--- src/design/rv_pkg.sv ---
package rv_pkg;

    // ==========================================================================
    // basic widths
    // ==========================================================================
    localparam int XLEN = 32;

    typedef logic [XLEN-1:0] word_t;     // data / address word
    typedef logic [4:0]      reg_addr_t; // x0..x31

    typedef enum logic [6:0] {
        OP_LUI    = 7'b0110111,
        OP_AUIPC  = 7'b0010111,
        OP_JAL    = 7'b1101111,
        OP_JALR   = 7'b1100111,
        OP_BRANCH = 7'b1100011,
        OP_LOAD   = 7'b0000011,
        OP_STORE  = 7'b0100011,
        OP_IMM    = 7'b0010011,
        OP_REG    = 7'b0110011
    } opcode_e;

    typedef enum logic [3:0] {
        ALU_ADD  = 4'b0000,
        ALU_SUB  = 4'b0001,
        ALU_SLL  = 4'b0010,
        ALU_SLT  = 4'b0011,  // signed compare
        ALU_SLTU = 4'b0100,  // unsigned compare
        ALU_XOR  = 4'b0101,
        ALU_SRL  = 4'b0110,
        ALU_SRA  = 4'b0111,
        ALU_OR   = 4'b1000,
        ALU_AND  = 4'b1001
    } alu_op_e;

    // ==========================================================================
    // instruction formats, msb first
    // ==========================================================================
    typedef struct packed {
        logic [6:0] funct7;
        reg_addr_t  rs2;
        reg_addr_t  rs1;
        logic [2:0] funct3;
        reg_addr_t  rd;
        opcode_e    opcode;
    } r_fmt_t;

    typedef struct packed {
        logic [11:0] imm;  // imm[11:0], imm[10] is the srai bit
        reg_addr_t   rs1;
        logic [2:0]  funct3;
        reg_addr_t   rd;
        opcode_e     opcode;
    } i_fmt_t;

    typedef struct packed {
        logic [6:0] imm_hi;  // imm[11:5]
        reg_addr_t  rs2;
        reg_addr_t  rs1;
        logic [2:0] funct3;
        logic [4:0] imm_lo;  // imm[4:0]
        opcode_e    opcode;
    } s_fmt_t;

    typedef struct packed {
        logic       imm_12;
        logic [5:0] imm_10_5;
        reg_addr_t  rs2;
        reg_addr_t  rs1;
        logic [2:0] funct3;
        logic [3:0] imm_4_1;
        logic       imm_11;
        opcode_e    opcode;
    } b_fmt_t;

    typedef struct packed {
        logic [19:0] imm;  // imm[31:12]
        reg_addr_t   rd;
        opcode_e     opcode;
    } u_fmt_t;

    typedef struct packed {
        logic       imm_20;
        logic [9:0] imm_10_1;
        logic       imm_11;
        logic [7:0] imm_19_12;
        reg_addr_t  rd;
        opcode_e    opcode;
    } j_fmt_t;

    // one word, six views; opcode sits in the same bits everywhere
    typedef union packed {
        r_fmt_t r;
        i_fmt_t i;
        s_fmt_t s;
        b_fmt_t b;
        u_fmt_t u;
        j_fmt_t j;
    } instr_u;

    typedef struct packed {
        reg_addr_t  rd;
        reg_addr_t  rs1;
        reg_addr_t  rs2;
        word_t      imm;        // sign-extended
        alu_op_e    alu_op;
        logic [2:0] funct3;     // branch cond / mem size
        logic       use_imm;    // alu b = imm
        logic       rd_we;
        logic       is_load;
        logic       is_store;
        logic       is_branch;
        logic       is_jal;
        logic       is_jalr;
        logic       is_lui;
        logic       is_auipc;
    } dec_t;

    localparam word_t NOP_INSTR = 32'h0000_0013;  // addi x0,x0,0

endpackage
--- src/design/rv_regfile.sv ---
`timescale 1ns/1ps

module rv_regfile import rv_pkg::*; (
    input  logic      clk,
    input  logic      rst_n,
    input  reg_addr_t rs1_i,       // read port a
    input  reg_addr_t rs2_i,       // read port b
    input  logic      we_i,
    input  reg_addr_t waddr_i,
    input  word_t     wdata_i,
    output word_t     rs1_data_o,
    output word_t     rs2_data_o
);

    word_t regs_q [1:31];  // x0 is not stored

    always_ff @(posedge clk or negedge rst_n) begin
        if (!rst_n) begin
            for (int i = 1; i < 32; i++) begin
                regs_q[i] <= '0;
            end
        end else if (we_i && (waddr_i != '0)) begin  // drop x0 writes
            regs_q[waddr_i] <= wdata_i;
        end
    end

    // async reads, x0 hardwired
    assign rs1_data_o = (rs1_i == '0) ? '0 : regs_q[rs1_i];
    assign rs2_data_o = (rs2_i == '0) ? '0 : regs_q[rs2_i];

endmodule

--- config.mk ---
export PLATFORM = sky130hd
export DESIGN_NAME = rv_regfile
export DESIGN_NICKNAME = d
export VERILOG_FILES = /design/src/design/rv_pkg.sv /design/src/design/rv_regfile.sv
export SDC_FILE = /design/constraint.sdc
export NUM_CORES = 2
export LEC_CHECK = 0
export ABC_CLOCK_PERIOD_IN_PS = 1900
export BUFFER_PORTS_ARGS = -buffer_cell sky130_fd_sc_hd__buf_2
export CORE_ASPECT_RATIO = 1.25
export CORE_MARGIN = 1.5
export CORE_UTILIZATION = 35
export CTS_CLUSTER_DIAMETER = 200
export DETAILED_ROUTE_END_ITERATION = 7
export SLEW_MARGIN = 20
export SYNTH_ARGS = -nofsm -noshare
export SYNTH_HDL_FRONTEND = slang
export SYNTH_SLANG_ARGS = --single-unit
--- constraint.sdc ---
create_clock -name clk -period 1.9 [get_ports clk]
set_input_delay 0 -clock clk [delete_from_list [all_inputs] [get_ports clk]]
set_output_delay 0 -clock clk [all_outputs]
set_load 0.005 [all_outputs]
; Yosys cells after proc, flatten, opt, wreduce, memory -nomap -nowiden
; Cells that the tools add are included.
; Widths: inputs -> output; s select.
[word_totals]
regBits = 992
input_bits = 50
output_inout_bits = 64
elab_cells = 54
[op_classes]
magnitude_cmp = 4
mux = 11
n_bitwise = 3
n_reduce_logical = 5
[ops]
columns = op, n
row1 = $bwmux 992, 1
row2 = $bmux 32 s5, 2
row3 = $mux 32, 7
row4 = $demux 32 s5, 1
row5 = $ge 6x6->1 const B, 3
row6 = $not 5->6, 3
row7 = $logic_not 5->1, 2
row8 = $lt 6x1->1 const B, 1
row9 = $reduce_bool 5->1, 1
row10 = $logic_and 1x1->1, 2

; Longest topological paths before layout
[depth]
depth_word = 6
mapped_depth = 8
mapped_depth_nobuf = 4

; Least setup slack after synthesis
; No wires, ideal clock.
[synth_path]
path_kind = input -> register
from = in waddr_i[1]
to = reg regs_q[101] (netlist bit)
setup_time_ns = 0.125
t_arrival_ns = 1.364
required_ns = 1.775
setup_slack_ns = 0.412
stages = 6
n_path_buf = 3
cell_sequence = clkbuf_1 -> nor3_1 -> and3_1 -> clkbuf_1 -> buf_4 -> mux2_2
[synth_via]
elab_chain_cells = 6
elab_cells_between_ends = 9
classes_between = 2 x order compare / 3 x mux / 1 x bitwise / 3 x reduce/logical
[synth_rtl]
columns = element, line
row1 = start: declaration, rv_regfile.sv:9  ; input reg_addr_t waddr_i,
row2 = $not 5->6 (implied by the code), rv_regfile.sv:23  ; regs_q[waddr_i] <= wdata_i;
row3 = $ge 6x6->1 (implied by the code) / $lt 6x1->1 (equally long branches), rv_regfile.sv:23
row4 = $logic_and 1x1->1 (implied by the code), rv_regfile.sv:23
row5 = $mux 32 (implied by the code), rv_regfile.sv:23
row6 = $demux 32 s5, rv_regfile.sv:23
row7 = $bwmux 992, rv_regfile.sv:23
row8 = end signal: indexed assignment, rv_regfile.sv:23
row9 = end: declaration, rv_regfile.sv:15  ; word_t regs_q [1:31];
; Parallel ways exist; a longest one is shown, timed or not.
; A chain may end at the register's enable or synchronous reset.

; Worst setup path after layout
[layout_path]
from = reg regs_q[26] (netlist bit)
to = out rs1_data_o[26]
[layout_via]
elab_chain_cells = 4
[layout_rtl]
columns = element, line
row1 = $bmux 32 s5, rv_regfile.sv:28  ; assign rs1_data_o = (rs1_i == '0) ? '0 : regs_q[rs1_i];
row2 = $mux 32 (implied by the code) (2 in series), rv_regfile.sv:28
row3 = $mux 32, rv_regfile.sv:28
row4 = end: declaration, rv_regfile.sv:11  ; output word_t rs1_data_o,
; Every way passes these cells. The select of a mux whose other input is x is not followed.

==> summary.md <==
| Metric | Value |
|---|---|
| Status | `finished with violations` |
| Failing checks | `negative setup slack` |
| Worst-Margin Slew | `0.936 ns` |
| Mapped Nets | `3662` |
| Initial Util | `35.2%` |
| Placed cell area | `59000 um^2` |
| Detailed placement HPWL | `113000 um` |
| Max reg flops | `992` |
| Hold Path Stages | `3` |
| CTS tree | `done` |
| Ys Warns | `0` |
| Initial antenna violation count | `11` |
| Worst Path Arrival | `2.57 ns` |
| Worst Hold End | `regs_q[387]` |
| Netlist cell types | `46` |
| FF-to-FF End | `regs_q[670]` |
| Core area | `152000 um^2` |
| Clock insertion delay at the later pin of the skew report | `0.70 ns` |
| Routed Antenna Nets | `0` |
| Largest register by flop count | `regs_q` |
| Post-layout min period | `2.57 ns` |
| CP startpoint kind | `register` |
| Max clock buf depth | `3` |
| FILL cells | `13700` |
| CP Class | `register to output pin` |
| Sequential power share | `44.6%` |
| Reg2Reg Depth | `3` |
| Period utilization | `135%` |
| Combinational share of power | `22.8%` |
| Final Setup Violations | `64` |
| First-pass GRT wire length | `263000 um` |
| NetSw | `17.6 mW` |
| Via count | `35100` |
| Worst setup margin | `-0.667 ns` |
| Pre-antenna DRT Iters | `5` |
| CTS sink cnt | `992` |
| Largest net degree at the start of global routing | `100` |
| Slew Viols, Final | `0` |
| Clock share of power | `32.6%` |
| Skew final | `0 ns` |
| Post-Layout Cell Count | `5953` |
| Sequential fraction of the synthesis area | `46.4%` |
| Worst EP required | `1.90 ns` |
| Drt via density | `5.90` |
| Slowest-stage cell, CP | `mux4_2` |
| FF/Latch Area | `24800 um^2` |
| Reg clk slew, reported paths | `0.06 ns` |
| Die Span X | `353 um` |
| Synthesized instance count | `3612` |
| Layout cell share with drive strength beyond 1 | `56.3%` |
| # DRC | `0` |
| Clk root buf | `clkbuf_16` |
| # IOs | `114` |
| Post-route cell area | `63900 um^2` |
| Peak supply drop | `0.660 mV` |
| Die area | `155000 um^2` |
| Grt total ovfl | `0` |
| Post-Place Cells | `5668` |
| Die Height | `440 um` |
| LEAKAGE | `27.8 nW` |
| F_max | `0.390 GHz` |
| Layout area overhead | `19.4%` |
| Total track usage | `23.0%` |
| Number of H-tree levels | `3` |
| Reg-to-reg setup timing slack | `0.89 ns` |
| WL per Instance | `30.1 um` |
| Fin nets | `3894` |
| Max_slew headroom | `37.4%` |
| RR Startpoint | `regs_q[670]` |
| Netlist Area Pre-Place | `53500 um^2` |
| Final core occ | `42.0%` |
| Slowest stage delay, CP | `0.49 ns` |
| Unrepaired setup endpoints after global routing | `yes` |
| Gpl congestion | `0.822` |
| Final wirelength | `179000 um` |
| Crit-path cells | `mux4_2, mux2i_1, buf_4, o22a_1, o211ai_1, buf_2` |
| Largest regs | `regs_q x992` |
| Internal Power | `46.0 mW` |
| Hold Crit Class | `input pin to register` |
| Switching portion of total power | `27.7%` |
| Post-synthesis register bit count | `992` |
| Core Rows | `160` |
| Min-delay src | `waddr_i[1]` |
| Crit end category | `output pin` |
| Drt first-iter violations | `2809` |
| Syn avg cell area | `14.8 um^2` |
| CTS buffer count | `104` |
| P per Cell Area | `996 nW/um^2` |
| Vias in the first global route | `37200` |
| Area of the multi-input gates | `27400 um^2` |
| Max-Cap Viols | `0` |
| Max FO, Critical Path | `2` |
| Port-buffer cells | `113` |
| Hold Violations, Final | `0` |
-- critical path: cells and delay by family (launching register included) --
kind / cells / cell delay, ns
DFF: 1 / 0.39
muxes: 2 / 0.64
AOI/OAI and AO/OA: 2 / 0.44
buffers and inverters: 2 / 0.38
-- metal layers --
layer / GRT usage [%] / up-vias / wire length (um)
met5: 0 / - / 34
met4: 8.31 / 6 / 6310
met3: 3.54 / 298 / 11100
met2: 37.6 / 1194 / 86200
met1: 30.9 / 19200 / 75500
li1: - / 14500 / -
-- logic make-up (layout without fill, tap and decap cells) --
family / Yosys count / after routing / synth area share (%)
buf+inv: 401 / 714 / 3.66
other cells: 0 / 3 / 0
flops: 992 / 992 / 46.4
simple gates: 203 / 203 / 2.05
compound gates: 303 / 303 / 4.51
mux: 1713 / 1713 / 43.4
-- stage by stage --
stage / hold WS, ns / setup TNS (ns) / setup WS (ns) / total power, mW
floorplan: -0.296 / 0 / 0.412 / 37.4
finish: 0.0752 / -24.12 / -0.667 / 63.6
global placement: -0.116 / -2.08 / -0.161 / 41.8
CTS: 0.00720 / -27.55 / -0.693 / 63.8
detailed placement: -0.114 / -1.57 / -0.151 / 42.3
global route: 0.0293 / -29.08 / -0.742 / 66.4
-- worst max path at each step --
| stage | from | end | slack, ns | depth (start not counted) |
|---|---|---|---|---|
| 2_1_floorplan | waddr_i[1] | regs_q[101] | 0.41 | 6 |
| 3_3_place_gp | rs1_i[0] | rs1_data_o[24] | -0.16 | 9 |
| 3_5_place_dp | rs1_i[0] | rs1_data_o[1] | -0.15 | 8 |
| 4_1_cts | regs_q[186] | rs1_data_o[26] | -0.69 | 6 |
| 5_1_grt | regs_q[186] | rs1_data_o[26] | -0.74 | 6 |
| 6_report | regs_q[26] | rs1_data_o[26] | -0.67 | 6 |
-- cells in the final DEF, fill, tap and decap left out, types with 8 or more instances in the layout --
| cell type | n |
|---|---|
| a221o_1 | 17 |
| a221oi_1 | 35 |
| a221oi_2 | 8 |
| a22oi_1 | 87 |
| a22oi_2 | 15 |
| and3_1 | 28 |
| buf_12 | 136 |
| buf_2 | 90 |
| buf_4 | 218 |
| buf_6 | 32 |
| clkbuf_1 | 22 |
| clkbuf_16 | 106 |
| clkbuf_8 | 32 |
| clkinv_2 | 18 |
| dfrtp_1 | 992 |
| dlygate4sd3_1 | 35 |
| mux2_1 | 19 |
| mux2_2 | 1049 |
| mux2i_1 | 251 |
| mux2i_2 | 13 |
| mux4_2 | 377 |
| nand2_2 | 11 |
| nand2b_1 | 9 |
| nand3_1 | 12 |
| nor2_1 | 19 |
| nor2_4 | 13 |
| nor2b_1 | 28 |
| nor2b_2 | 11 |
| nor3_1 | 31 |
| o211ai_1 | 32 |
| o21ai_0 | 8 |
| o22a_1 | 16 |
| o22ai_1 | 10 |
| o31a_1 | 28 |
-- synthesized netlist by cell type, drive strengths merged --
cell,count,area [um^2]
mux4,377,8490
a31o,1,8.76
a31oi,2,12.5
a221o,17,170
o22ai,18,113
nand2b,9,56.3
a22oi,102,766
a2bb2oi,1,8.76
and3,29,181
o31a,28,245
nand2,21,78.8
or3,7,43.8
mux2i,267,2670
nor2,34,135
nor2b,44,275
a221oi,43,377
clkbuf,162,609
a32oi,1,8.76
inv,8,30.0
o21a,8,60.1
o22a,16,140
nand3,16,80.1
o32ai,8,70.1
o211ai,32,240
and2b,2,15.0
o21ai,8,40.0
buf,230,1310
or2,2,12.5
and2,3,18.8
mux2,1069,12000
a2111oi,10,87.6
nor3,33,176
a211oi,4,30.0
dfrtp,992,24800
nand4,1,6.26
a22o,4,35.0
nand4b,2,17.5
clkinv,1,3.75
-- power groups by stage --
| stage | logic (mW) | clock network, mW | registers [mW] |
|---|---|---|---|
| global placement | 13.3 | 0 | 28.5 |
| CTS | 14.4 | 21.1 | 28.2 |
| detailed placement | 13.6 | 0 | 28.6 |
| floorplan | 9.88 | 0 | 27.5 |
| finish | 14.5 | 20.7 | 28.4 |
| global route | 15.6 | 22.0 | 28.8 |
-- layout make-up --
class / count / area share (%)
well taps: 2025 / 3.97
multi-input cells: 2219 / 42.9
repair buffers: 518 / 8.80
inverters: 9 / 0.0529
clock inverters: 28 / 0.421
diodes: 3 / 0.0118
flip-flops and latches: 992 / 38.9
clock buffers: 159 / 4.95
-- timing repair --
action,CTS,global route
hold buffers,35,0
resized for setup,95,43
hold endpoints to repair,1984,0
setup endpoints to repair,64,64
setup buffers,54,15
pin swaps,44,30
Power figures use the tool's default switching activity.
