### src/design/rv_pkg.sv
package rv_pkg;

    // ==========================================================================
    // basic widths
    // ==========================================================================
    localparam int XLEN = 32;

    typedef logic [XLEN-1:0] word_t;     // data / address word
    typedef logic [4:0]      reg_addr_t; // x0..x31

    typedef enum logic [6:0] {
        OP_LUI    = 7'b0110111,
        OP_AUIPC  = 7'b0010111,
        OP_JAL    = 7'b1101111,
        OP_JALR   = 7'b1100111,
        OP_BRANCH = 7'b1100011,
        OP_LOAD   = 7'b0000011,
        OP_STORE  = 7'b0100011,
        OP_IMM    = 7'b0010011,
        OP_REG    = 7'b0110011
    } opcode_e;

    typedef enum logic [3:0] {
        ALU_ADD  = 4'b0000,
        ALU_SUB  = 4'b0001,
        ALU_SLL  = 4'b0010,
        ALU_SLT  = 4'b0011,  // signed compare
        ALU_SLTU = 4'b0100,  // unsigned compare
        ALU_XOR  = 4'b0101,
        ALU_SRL  = 4'b0110,
        ALU_SRA  = 4'b0111,
        ALU_OR   = 4'b1000,
        ALU_AND  = 4'b1001
    } alu_op_e;

    // ==========================================================================
    // instruction formats, msb first
    // ==========================================================================
    typedef struct packed {
        logic [6:0] funct7;
        reg_addr_t  rs2;
        reg_addr_t  rs1;
        logic [2:0] funct3;
        reg_addr_t  rd;
        opcode_e    opcode;
    } r_fmt_t;

    typedef struct packed {
        logic [11:0] imm;  // imm[11:0], imm[10] is the srai bit
        reg_addr_t   rs1;
        logic [2:0]  funct3;
        reg_addr_t   rd;
        opcode_e     opcode;
    } i_fmt_t;

    typedef struct packed {
        logic [6:0] imm_hi;  // imm[11:5]
        reg_addr_t  rs2;
        reg_addr_t  rs1;
        logic [2:0] funct3;
        logic [4:0] imm_lo;  // imm[4:0]
        opcode_e    opcode;
    } s_fmt_t;

    typedef struct packed {
        logic       imm_12;
        logic [5:0] imm_10_5;
        reg_addr_t  rs2;
        reg_addr_t  rs1;
        logic [2:0] funct3;
        logic [3:0] imm_4_1;
        logic       imm_11;
        opcode_e    opcode;
    } b_fmt_t;

    typedef struct packed {
        logic [19:0] imm;  // imm[31:12]
        reg_addr_t   rd;
        opcode_e     opcode;
    } u_fmt_t;

    typedef struct packed {
        logic       imm_20;
        logic [9:0] imm_10_1;
        logic       imm_11;
        logic [7:0] imm_19_12;
        reg_addr_t  rd;
        opcode_e    opcode;
    } j_fmt_t;

    // one word, six views; opcode sits in the same bits everywhere
    typedef union packed {
        r_fmt_t r;
        i_fmt_t i;
        s_fmt_t s;
        b_fmt_t b;
        u_fmt_t u;
        j_fmt_t j;
    } instr_u;

    typedef struct packed {
        reg_addr_t  rd;
        reg_addr_t  rs1;
        reg_addr_t  rs2;
        word_t      imm;        // sign-extended
        alu_op_e    alu_op;
        logic [2:0] funct3;     // branch cond / mem size
        logic       use_imm;    // alu b = imm
        logic       rd_we;
        logic       is_load;
        logic       is_store;
        logic       is_branch;
        logic       is_jal;
        logic       is_jalr;
        logic       is_lui;
        logic       is_auipc;
    } dec_t;

    localparam word_t NOP_INSTR = 32'h0000_0013;  // addi x0,x0,0

endpackage
### src/design/rv_control.sv
`timescale 1ns/1ps

module rv_control import rv_pkg::*; #(
    parameter word_t RESET_PC = 32'h0
) (
    input  logic   clk,
    input  logic   rst_n,
    input  word_t  instr_data_i,  // fetch data, same cycle
    input  dec_t   dec_i,
    input  word_t  alu_result_i,
    input  logic   alu_zero_i,
    input  word_t  load_data_i,
    output word_t  pc_o,          // also fetch address
    output instr_u instr_o,       // to decoder
    output logic   mem_re_o,
    output logic   mem_we_o,
    output logic   rf_we_o,
    output word_t  rf_wdata_o
);

    typedef enum logic [1:0] {
        ST_FETCH,
        ST_EXEC,
        ST_MEM,   // loads and stores only
        ST_WB
    } state_e;

    state_e state_q;
    state_e state_d;
    word_t  pc_q;
    word_t  pc_plus4;
    word_t  pc_target;
    word_t  pc_next;
    instr_u ir_q;
    word_t  load_q;     // load data held for wb
    logic   branch_taken;

    // ==========================================================================
    // fsm
    // ==========================================================================
    always_comb begin
        case (state_q)
            ST_FETCH: state_d = ST_EXEC;
            ST_EXEC:  state_d = (dec_i.is_load || dec_i.is_store) ? ST_MEM : ST_WB;
            ST_MEM:   state_d = ST_WB;
            default:  state_d = ST_FETCH;
        endcase
    end

    always_ff @(posedge clk or negedge rst_n) begin
        if (!rst_n) begin
            state_q <= ST_FETCH;
            pc_q    <= RESET_PC;
            ir_q    <= NOP_INSTR;
        end else begin
            state_q <= state_d;
            if (state_q == ST_FETCH) begin
                ir_q <= instr_data_i;  // latch at end of fetch
            end
            if (state_q == ST_WB) begin
                pc_q <= pc_next;       // retire
            end
        end
    end

    always_ff @(posedge clk) begin
        if (state_q == ST_MEM) begin
            load_q <= load_data_i;
        end
    end

    // ==========================================================================
    // branch and next pc
    // ==========================================================================
    always_comb begin
        case (dec_i.funct3)
            3'b000:         branch_taken = alu_zero_i;   // beq
            3'b001:         branch_taken = !alu_zero_i;  // bne
            3'b100, 3'b110: branch_taken = !alu_zero_i;  // blt/bltu, slt = 1
            3'b101, 3'b111: branch_taken = alu_zero_i;   // bge/bgeu, slt = 0
            default:        branch_taken = 1'b0;
        endcase
    end

    assign pc_plus4  = pc_q + 32'd4;
    assign pc_target = pc_q + dec_i.imm;

    always_comb begin
        if (dec_i.is_jal || (dec_i.is_branch && branch_taken)) begin
            pc_next = pc_target;
        end else if (dec_i.is_jalr) begin
            pc_next = {alu_result_i[XLEN-1:1], 1'b0};  // clear bit 0
        end else begin
            pc_next = pc_plus4;
        end
    end

    // writeback select
    always_comb begin
        if (dec_i.is_jal || dec_i.is_jalr) begin
            rf_wdata_o = pc_plus4;    // link
        end else if (dec_i.is_load) begin
            rf_wdata_o = load_q;
        end else begin
            rf_wdata_o = alu_result_i;
        end
    end

    assign rf_we_o  = (state_q == ST_WB) && dec_i.rd_we;
    assign mem_re_o = (state_q == ST_MEM) && dec_i.is_load;
    assign mem_we_o = (state_q == ST_MEM) && dec_i.is_store;  // write at end of mem
    assign pc_o     = pc_q;
    assign instr_o  = ir_q;

endmodule

### config.mk
export PLATFORM = sky130hd
export DESIGN_NAME = rv_control
export DESIGN_NICKNAME = d
export VERILOG_FILES = /design/src/design/rv_pkg.sv /design/src/design/rv_control.sv
export SDC_FILE = /design/constraint.sdc
export NUM_CORES = 1
export LEC_CHECK = 0
export BUFFER_PORTS_ARGS = -buffer_cell sky130_fd_sc_hd__buf_2
export CAP_MARGIN = 5
export CORE_ASPECT_RATIO = 1.75
export CORE_UTILIZATION = 50
export DETAILED_ROUTE_END_ITERATION = 10
export PLACE_DENSITY = 0.79
export SLEW_MARGIN = 0
export SYNTH_ARGS = -nofsm -noshare
export SYNTH_HDL_FRONTEND = slang
export SYNTH_SLANG_ARGS = --single-unit
export TNS_END_PERCENT = 100
### constraint.sdc
create_clock -name clk -period 6.6 [get_ports clk]
set_input_delay 0.99 -clock clk [delete_from_list [all_inputs] [get_ports clk]]
set_output_delay 0.99 -clock clk [all_outputs]
set_load 0.02 [all_outputs]
After elaboration in Yosys (flattened, before gate mapping)
Index checks and enable logic that the tools add are counted.

storage, ports and cells
  output and inout bits = 99
  register bits after elaboration = 98
  word-level logic and storage cells = 33

operators by class
  equal/unequal tests = 8
  add/subtract/negate cells = 2
  multiplexer cells = 7
  reductions and logical operators = 12

operator list
  cell                     number
  $mux W32                 4
  $add A32 B3 Y32 const B  1
  $add A32 B32 Y32         1
  $eq A3 B3 Y1 const B     4
  $pmux W2 S3              1
  $reduce_or A3 Y1         2
  $eq A2 B2 Y1 const B     2
  $logic_and A1 B1 Y1      4
  $eq A3 B1 Y1 const B     1
  $logic_not A3 Y1         1
  $logic_or A1 B1 Y1       3
  $eq A2 B1 Y1 const B     1
  $logic_not A2 Y1         1
  $pmux W1 S2              1
  $logic_not A1 Y1         1
  $mux W1                  1

Depth between registers and ports, before layout
Gate-level depths: netlist of run 1.

  depth in word-level cells = 6
  depth in mapped cells = 10
  mapped depth without buffers = 10

Worst setup path before layout of run 1
OpenSTA, ideal clock, no wires.

  path type = input to register
  from = input port dec_i[16] (netlist name)
  to = register pc_q[28] (netlist: pc_o[28])
  buffers on the path = 0
  arrival time = 3.341 ns
  setup slack = 3.189 ns
  cell stages on the path = 10
  path through = ha_1 fa_1 a21o_1 a221oi_4 a31oi_4 a31oi_4 o21ai_2 a221o_1 or3_1 nand3_1

on the way
  longest elaborated chain between the ends = 2

ends and longest elaborated chain
  what                    line              source
  start: declaration      rv_control.sv:9   input dec_t dec_i,
  $add A32 B32 Y32        rv_control.sv:86  assign pc_target = pc_q + dec_i.imm;
  $mux W32                rv_control.sv:89  if (dec_i.is_jal || (dec_i.is_branch && branch_taken)) begin
  end signal: assignment  rv_control.sv:61  pc_q <= pc_next;
  end: declaration        rv_control.sv:30  word_t pc_q;

No other way between the ends.
A chain may end at the register's enable or synchronous reset.

Worst setup path after layout of run 1
  from = register pc_q[8] (netlist: pc_o[8])
  to = output port rf_wdata_o[30]

on the way
  longest elaborated chain between the ends = 2

ends and longest elaborated chain
  what              line               source
  $add A32 B3 Y32   rv_control.sv:85   assign pc_plus4 = pc_q + 32'd4;
  $mux W32          rv_control.sv:100  if (dec_i.is_jal || dec_i.is_jalr) begin
  end: declaration  rv_control.sv:18   output word_t rf_wdata_o

No other way between the ends.

==> metrics.yaml, run 1 <==
crit_family: "simple AND/OR/NAND/NOR gates"
ant_nets: 0
reg2reg_to: "pc_o[28]"
gr-usage-met3_pct: 5.43
drv_cap: 0
hold_path_class: "register to register"
crit_type: "register to primary output"
dr.first_iter.drc_count: 309
cts_sinks: 98
first_pass_iters: 4
area_growth_pct: 23.7
boundaryPins: 261
synth-async-reset-ratio_pct: 67.3
status: "complete, no violations"
grt_max_degree: 67
grtUsageTotal_pct: 29.6
seqCellArea_mm2: 0.00262
routed_wl_mm: 21.3
critical_path_peak_fanout: 8
clk_latency_ns: 0.35
fmax_mhz: 254
synth_flop_cell: "dfrtp_1"
cts-resized-gates: 0
core-area_mm2: 0.0135
cp.arrival_ns: 2.95
htreeDepth: 3
synth_cells: 731
cp-end-kind: "primary output"
ys_seq_area_share_pct: 37.8
power_density_mw_per_mm2: 492
die_w_um: 91.0
power_leakage_nw: 3.96
period_minus_slack_ns: 3.94
crit_slowest_cell: "dfrtp_1"
worst-path-buf-inv: 1
hold_viol: 0
instances_no_fill: 1132
die_h_um: 158
finalCritPeriodShare_pct: 59.7
start_util_pct: 51.5
cts_hold_buf: 0
synth_top_cell_area_share_pct: 22.8
cp.required_ns: 5.61
use_met1_pct: 31.4
ys.warnings.count: 0
finalSetupViolCount: 0
yosys.area.top_type: "dfrtp_1"
rrSetupSlack_ns: 3.46
fin_util_pct: 63.7
post-cts-setup-buffers: 0
nets: 1153
synth.distinct_cells: 66
drv_slew: 0
synth_edf_count: 32
dpl.hpwl_mm: 15.9
tritoncts: "built"
grt_antenna_before_repair: 1
hp-start: "instr_o[31]"
vias_per_cell: 5.84
fin_setup_tns_ns: 0
ir_worst_vdd_mv: 0.438
clk_pin_slew_worst_paths_ns: 0.08
synth.cell_area_mm2: 0.00693
crit_end: "rf_wdata_o[30]"
cp_num_cells: 8
num_rows: 56
cts_buffers: 9
min_path_cells: 1
cp-startpoint: "pc_o[8]"
r2r_cells: 10
dieArea_mm2: 0.0143
slew_headroom_pct: 24.1
p_total_w: 0.00421
wl_per_cell_um: 18.9
numPortBuffers: 238
first_global_vias: 6531
syn_area_per_cell_um2: 9.48
crit_chain: "nand4_1 -> nor4_4 -> nand2_1 -> nor4_1 -> xor2_1 -> nor2_1 -> a21oi_1 -> buf_2"
place.gp.congestion: 0.889
fin_skew_ns: 0.00965
hold_slack_ns: 0.507
synth-seq-cells: 98
tightestPinTransition_ns: 1.14
use_met2_pct: 55.6
synthTopCellsByArea: "dfrtp_1 (23%), edfxtp_1 (14%), mux2i_1 (7.4%)"
r2r_start: "pc_o[0]"
grt_pass1_wl_mm: 32.8
top_usage_layer: "met2"
startpoint_type: "register"
fillers: 1234
drc: 0
multi_input_area_mm2: 0.00415
n_antenna_cell: 0
dp.cells: 1116
rsz0062_at_grt: "no"
route.vias.total: 6612
drive_gt1_share_pct: 32.8
slowest_delay_ns: 0.52
cts_root_buffer: "clkbuf_16"
clockBufferDepth: 2
synth.net_count: 931
grt_overflow_total: 0
sequential cells by signal, summed over array words and instances (netlist names):
name	cells
load_q	32
state_q	2
pc_o	32
instr_o	32
where the power goes:
part / switching, W / leakage [nW] / internal [W]
Combinational: 0.00147 / 2.75 / 0.000992
Sequential: 0.000286 / 1.06 / 0.000929
Clock: 0.000260 / 0.142 / 0.000275
Total: 0.00202 / 3.96 / 0.00220
cells by family after synthesis:
kind of cell | count (synthesis) | synth area share (%)
XOR/XNOR | 49 | 6.20
multiplexers | 89 | 13.5
buffers and inverters | 46 | 2.49
flip-flops | 98 | 37.8
adder cells (fa/ha/maj) | 38 | 6.97
AND/OR/NAND/NOR | 226 | 15.6
AO/OA/AOI/OAI | 185 | 17.5
per-layer routing:
metal / up-vias / part of all wire (%) / routed length, µm
li1: 3151 / - / -
met1: 3143 / 36 / 7780
met2: 261 / 54 / 11500
met3: 57 / 5.5 / 1180
met4: 0 / 4.0 / 858
met5: - / 0 / 0
worst reg2reg max path: cells and delay by family, from the launching register on:
kind	cells	cell delay [ns]
AOI/OAI and AO/OA	6	1.53
adders and majority gates	2	0.68
DFF	1	0.42
and+or+nand+nor	2	0.44
cell type report:
class                   instances  area share [%]
clock buffers                  10            2.79
clock inverters                 6           0.628
inverters                      13           0.570
multi-input cells             587            48.5
flip-flops and latches         98            30.5
well taps                     174            2.54
repair buffers                244            14.5
synth_stat cells (12+ instances only):
| master | number |
|---|---|
| a21oi_1 | 72 |
| a21o_1 | 13 |
| o21ai_0 | 14 |
| nand2_1 | 45 |
| nand3_1 | 15 |
| mux2_2 | 37 |
| nor2_1 | 91 |
| xor2_1 | 24 |
| o21ai_1 | 22 |
| nand4_1 | 12 |
| edfxtp_1 | 32 |
| mux2i_1 | 51 |
| clkbuf_1 | 30 |
| inv_1 | 12 |
| dfrtp_1 | 63 |
| ha_1 | 37 |
| nor3_1 | 12 |
| xnor2_1 | 25 |
worst min-delay path by stage:
stage / to / slack, ns
floorplan: state_q[0] / 0.59
global placement: instr_o[15] / 0.48
detailed placement: instr_o[3] / 0.49
CTS: instr_o[3] / 0.51
global route: instr_o[25] / 0.52
finish: instr_o[31] / 0.51
through the flow:
stage	instance area, µm²	setup WS [ns]
floorplan	6930	3.19
global placement	8270	2.79
detailed placement	8270	2.80
CTS	8570	2.64
global route	8570	2.47
finish	8570	2.66
cell usage in the layout, fill, tap and decap left out, types with 3 or more instances in the layout:
cell type,instances
nand4_1,12
nand2_1,45
buf_4,7
clkbuf_16,9
a211oi_1,3
a21o_1,13
mux2i_1,51
and3_1,8
ha_1,36
and4_1,4
o21ai_0,14
o31ai_1,3
dfrtp_1,63
nand2b_1,8
nor4_1,7
dfstp_2,3
inv_6,4
o21ai_1,22
nor3_1,12
mux2_2,37
xnor2_1,25
nor2_1,90
o21a_1,7
and2_1,4
o221ai_1,6
a31oi_1,6
inv_1,12
nor2b_1,9
xor2_1,24
nand3_1,15
or4_1,3
a21oi_1,71
a221oi_1,3
buf_2,237
o211ai_1,5
edfxtp_1,32
Power figures use the tool's default switching activity.
==> run 2, diff against run 1 <==
CORE_UTILIZATION = 46   (was 50)
PLACE_DENSITY = 0.77   (was 0.79)
clock period = 3.52 ns   (was 6.6 ns; I/O delays follow)
==> metrics.yaml, run 2 (same netlist as run 1, synthesis figures left out) <==
status: "complete, no violations"
boundaryPins: 261
drive_gt1_share_pct: 34.1
crit_type: "register to primary output"
worst_slack_ns: 0.238
use_met2_pct: 51.7
use_met1_pct: 30.6
nets: 1170
cp.required_ns: 2.99
fin_setup_tns_ns: 0
fmax_mhz: 305
cp.arrival_ns: 2.75
r2r_start: "pc_o[0]"
route.vias.total: 6664
hold_path_class: "primary input to async pin"
first_pass_iters: 5
die_h_um: 164
cts_root_buffer: "clkbuf_16"
core-area_mm2: 0.0148
slew_headroom_pct: 38.1
rsz0062_at_grt: "no"
power_density_mw_per_mm2: 924
drc: 0
finalSetupViolCount: 0
period_minus_slack_ns: 3.28
placed_area_mm2: 0.00842
n_antenna_cell: 0
tightestPinTransition_ns: 0.929
ir_worst_vdd_mv: 0.547
clk_latency_ns: 0.35
final_cell_mix: "buf_2 (237), nor2_1 (89), a21oi_1 (71)"
die_w_um: 94.8
gr-usage-met3_pct: 4.95
dpl.hpwl_mm: 16.9
grt_overflow_total: 0
place.gp.congestion: 0.917
clk_pin_slew_worst_paths_ns: 0.08
final_common_cell: "buf_2"
cp-end-kind: "primary output"
finalCritPeriodShare_pct: 93.2
numPortBuffers: 238
dp.cells: 1141
fin_skew_ns: 0.0117
clockBufferDepth: 2
vias_per_cell: 5.75
first_global_vias: 6854
dr.first_iter.drc_count: 358
hold_viol: 0
grtUsageTotal_pct: 28.7
grt_max_degree: 67
start_util_pct: 46.9
routed_wl_mm: 22.1
tritoncts: "built"
instances_no_fill: 1158
power_leakage_nw: 4.05
critical_path_peak_fanout: 7
grt_antenna_before_repair: 0
drv_slew: 0
grt_pass1_wl_mm: 33.7
drv_cap: 0
num_rows: 59
area_growth_pct: 26.2
cts_hold_buf: 0
cp-startpoint: "pc_o[14]"
cts_buffers: 9
htreeDepth: 3
top_usage_layer: "met2"
startpoint_type: "register"
wl_per_cell_um: 19.1
pre_cts_ws_ns: 0.186
dieArea_mm2: 0.0156
cts_sinks: 98
ant_nets: 0
final_area_mm2: 0.00874
[run 2: worst paths after layout]
check                           cells after the start  slack, ns             end
worst max-delay path                                9       0.24  rf_wdata_o[30]
max in group asynchronous                           1       2.61         pc_o[3]
worst max register to register                     10       0.37        pc_o[28]
worst min-delay path                                1       0.31        pc_o[29]
min in group clk                                    1       0.34       load_q[0]
worst min register to register                      1       0.51     instr_o[14]
[run 2: through the flow]
step	util (%)	power, W	hold WS, ns
after floorplan	-	0.00548	0.232
after global placement	57.0	0.00688	0.484
after detailed placement	57.0	0.00698	0.490
after CTS	59.1	0.00808	0.331
after global routing	59.2	0.00864	0.328
final	59.2	0.00808	0.307
[run 2: layout make-up]
| class | instances | area [µm²] |
|---|---|---|
| Inverter | 13 | 48.8 |
| Tap cell | 183 | 229 |
| Multi-Input combinational cell | 587 | 4150 |
| Fill cell | 1329 | 6020 |
| Clock buffer | 9 | 225 |
| Clock inverter | 7 | 90.1 |
| Sequential cell | 98 | 2620 |
| Timing Repair Buffer | 261 | 1380 |
[run 2: what timing repair did]
| item | 4_1_cts | 5_1_grt |
|---|---|---|
| resized for setup | 0 | 1 |
| setup endpoints to repair | 0 | 1 |
| setup buffers | 0 | 1 |
[run 2: power breakdown]
group	total, W	internal (W)	switching (W)
clock network	0.00108	0.000574	0.000506
registers	0.00221	0.00174	0.000472
logic	0.00479	0.00192	0.00286
total	0.00808	0.00424	0.00384
[run 2: layer usage]
layer,routed length [µm],vias to the layer above
met5,0,-
met4,1190,0
met3,1280,81
met2,11700,318
met1,7940,3093
li1,-,3172
[run 2: worst max-delay path: stages, from the launching register on]
cell and delay, ns:
dfrtp_1 0.50, nand4_1 0.25, nor4_4 0.30, buf_4 0.19
nand2_1 0.15, nor4_1 0.41, xor2_1 0.23, nor2_1 0.07
a21oi_1 0.13, buf_2 0.18
==> run 3, diff against run 2 <==
RECOVER_POWER = 100   (was unset)
==> metrics.yaml, run 3 (same netlist as run 1, synthesis figures left out) <==
cp_num_cells: 9
cts_sinks: 98
dr.first_iter.drc_count: 373
hold_path_class: "primary input to register"
routed_wl_mm: 22.1
dieArea_mm2: 0.0156
min_path_cells: 1
boundaryPins: 261
n_antenna_cell: 0
dp.cells: 1141
r2r_cells: 10
area_growth_pct: 23.6
die_h_um: 164
cp.arrival_ns: 2.77
route.vias.total: 6667
cp.required_ns: 2.99
die_w_um: 94.8
core-area_mm2: 0.0148
drv_slew: 132
clk_pin_slew_worst_paths_ns: 0.08
worst_slack_ns: 0.225
drc: 0
p_total_w: 0.00792
grtUsageTotal_pct: 28.7
instances_no_fill: 1158
start_util_pct: 46.9
final_cell_mix: "buf_2 (144), clkbuf_1 (92), nor2_1 (89)"
startpoint_type: "register"
power_density_mw_per_mm2: 925
worst-path-buf-inv: 2
fin_skew_ns: 0.0129
crit_family: "simple AND/OR/NAND/NOR gates"
first_pass_iters: 5
ir_worst_vdd_mv: 0.547
cp-end-kind: "primary output"
num_rows: 59
seqCellArea_mm2: 0.00262
fin_setup_tns_ns: 0
cts_buffers: 9
status: "finished, violations left"
hold_viol: 0
ant_nets: 0
grt_pass1_wl_mm: 33.7
fmax_mhz: 303
htreeDepth: 3
pre_cts_ws_ns: 0.186
power_leakage_nw: 3.80
fillers: 1379
cts_root_buffer: "clkbuf_16"
final_common_cell: "buf_2"
numPortBuffers: 238
vias_per_cell: 5.76
first_global_vias: 6854
slowest_delay_ns: 0.50
finalCritPeriodShare_pct: 93.6
grt_antenna_before_repair: 0
crit_slowest_cell: "dfrtp_1"
finalSetupViolCount: 0
rsz0062_at_grt: "no"
slew_headroom_pct: -30.7
clockBufferDepth: 2
crit_chain: "nand4_1 -> nor4_4 -> buf_4 -> nand2_1 -> nor4_1 -> xor2_1 -> nor2_1 -> a21oi_1 -> buf_2"
dpl.hpwl_mm: 16.9
wl_per_cell_um: 19.1
grt_overflow_total: 0
violations: "capacitance limit, slew limit"
crit_type: "register to primary output"
hold_slack_ns: 0.342
clk_latency_ns: 0.35
tritoncts: "built"
nets: 1170
multi_input_area_mm2: 0.00412
place.gp.congestion: 0.917
tightestPinTransition_ns: 1.96
period_minus_slack_ns: 3.30
drv_cap: 3
grt_max_degree: 67
critical_path_peak_fanout: 7
drive_gt1_share_pct: 24.1
## run 3: metrics by stage
| step | util [%] | cell area (µm²) |
|---|---|---|
| floorplan | - | 6930 |
| global placement | 57.0 | 8420 |
| detailed placement | 57.0 | 8420 |
| CTS | 59.1 | 8730 |
| global route | 58.0 | 8560 |
| finish | 58.0 | 8560 |
## run 3: final cells by class
class | instances | area share, %
multi-input cells | 587 | 48.1
flip-flops and latches | 98 | 30.6
repair buffers | 261 | 14.4
well taps | 183 | 2.67
clock buffers | 9 | 2.63
clock inverters | 7 | 1.05
inverters | 13 | 0.570
## run 3: final timing paths
check	startpoint	end	slack [ns]
max	pc_o[14]	rf_wdata_o[30]	0.22
min	load_data_i[0]	load_q[0]	0.34
max reg2reg	pc_o[0]	pc_o[28]	0.27
min reg2reg	instr_o[14]	instr_o[14]	0.51
max in group asynchronous	rst_n	instr_o[21]	1.79
min in group asynchronous	rst_n	pc_o[29]	0.66
## run 3: power by group
group	switching, W	internal [W]
Clock	0.000504	0.000574
Combinational	0.00284	0.00177
Sequential	0.000478	0.00175
## run 3: timing repair
| item | 4_1_cts | 5_1_grt |
|---|---|---|
| buffers inserted | 0 | 1 |
| hold buffers | 0 | 0 |
| setup endpoints to repair | 0 | 1 |
| gates resized for setup | 0 | 1 |
## run 3: worst reg2reg max path: stages, from the launching register on
cell and delay, ns:
dfrtp_1 0.42, ha_1 0.23, fa_1 0.44, a21o_1 0.26, a221oi_4 0.30, a31oi_1 0.28, a31oi_4 0.28, o21ai_2 0.15
a221o_1 0.37, or3_1 0.37, nand3_1 0.09
## run 3: per-layer routing
layer  up-vias  track usage, %  share of wire (%)
met5         -               0                  0
met4         0            16.9                5.4
met3        81            4.95                5.5
met2       288            51.7                 53
met1      3126            30.6                 36
li1       3172               -                  -
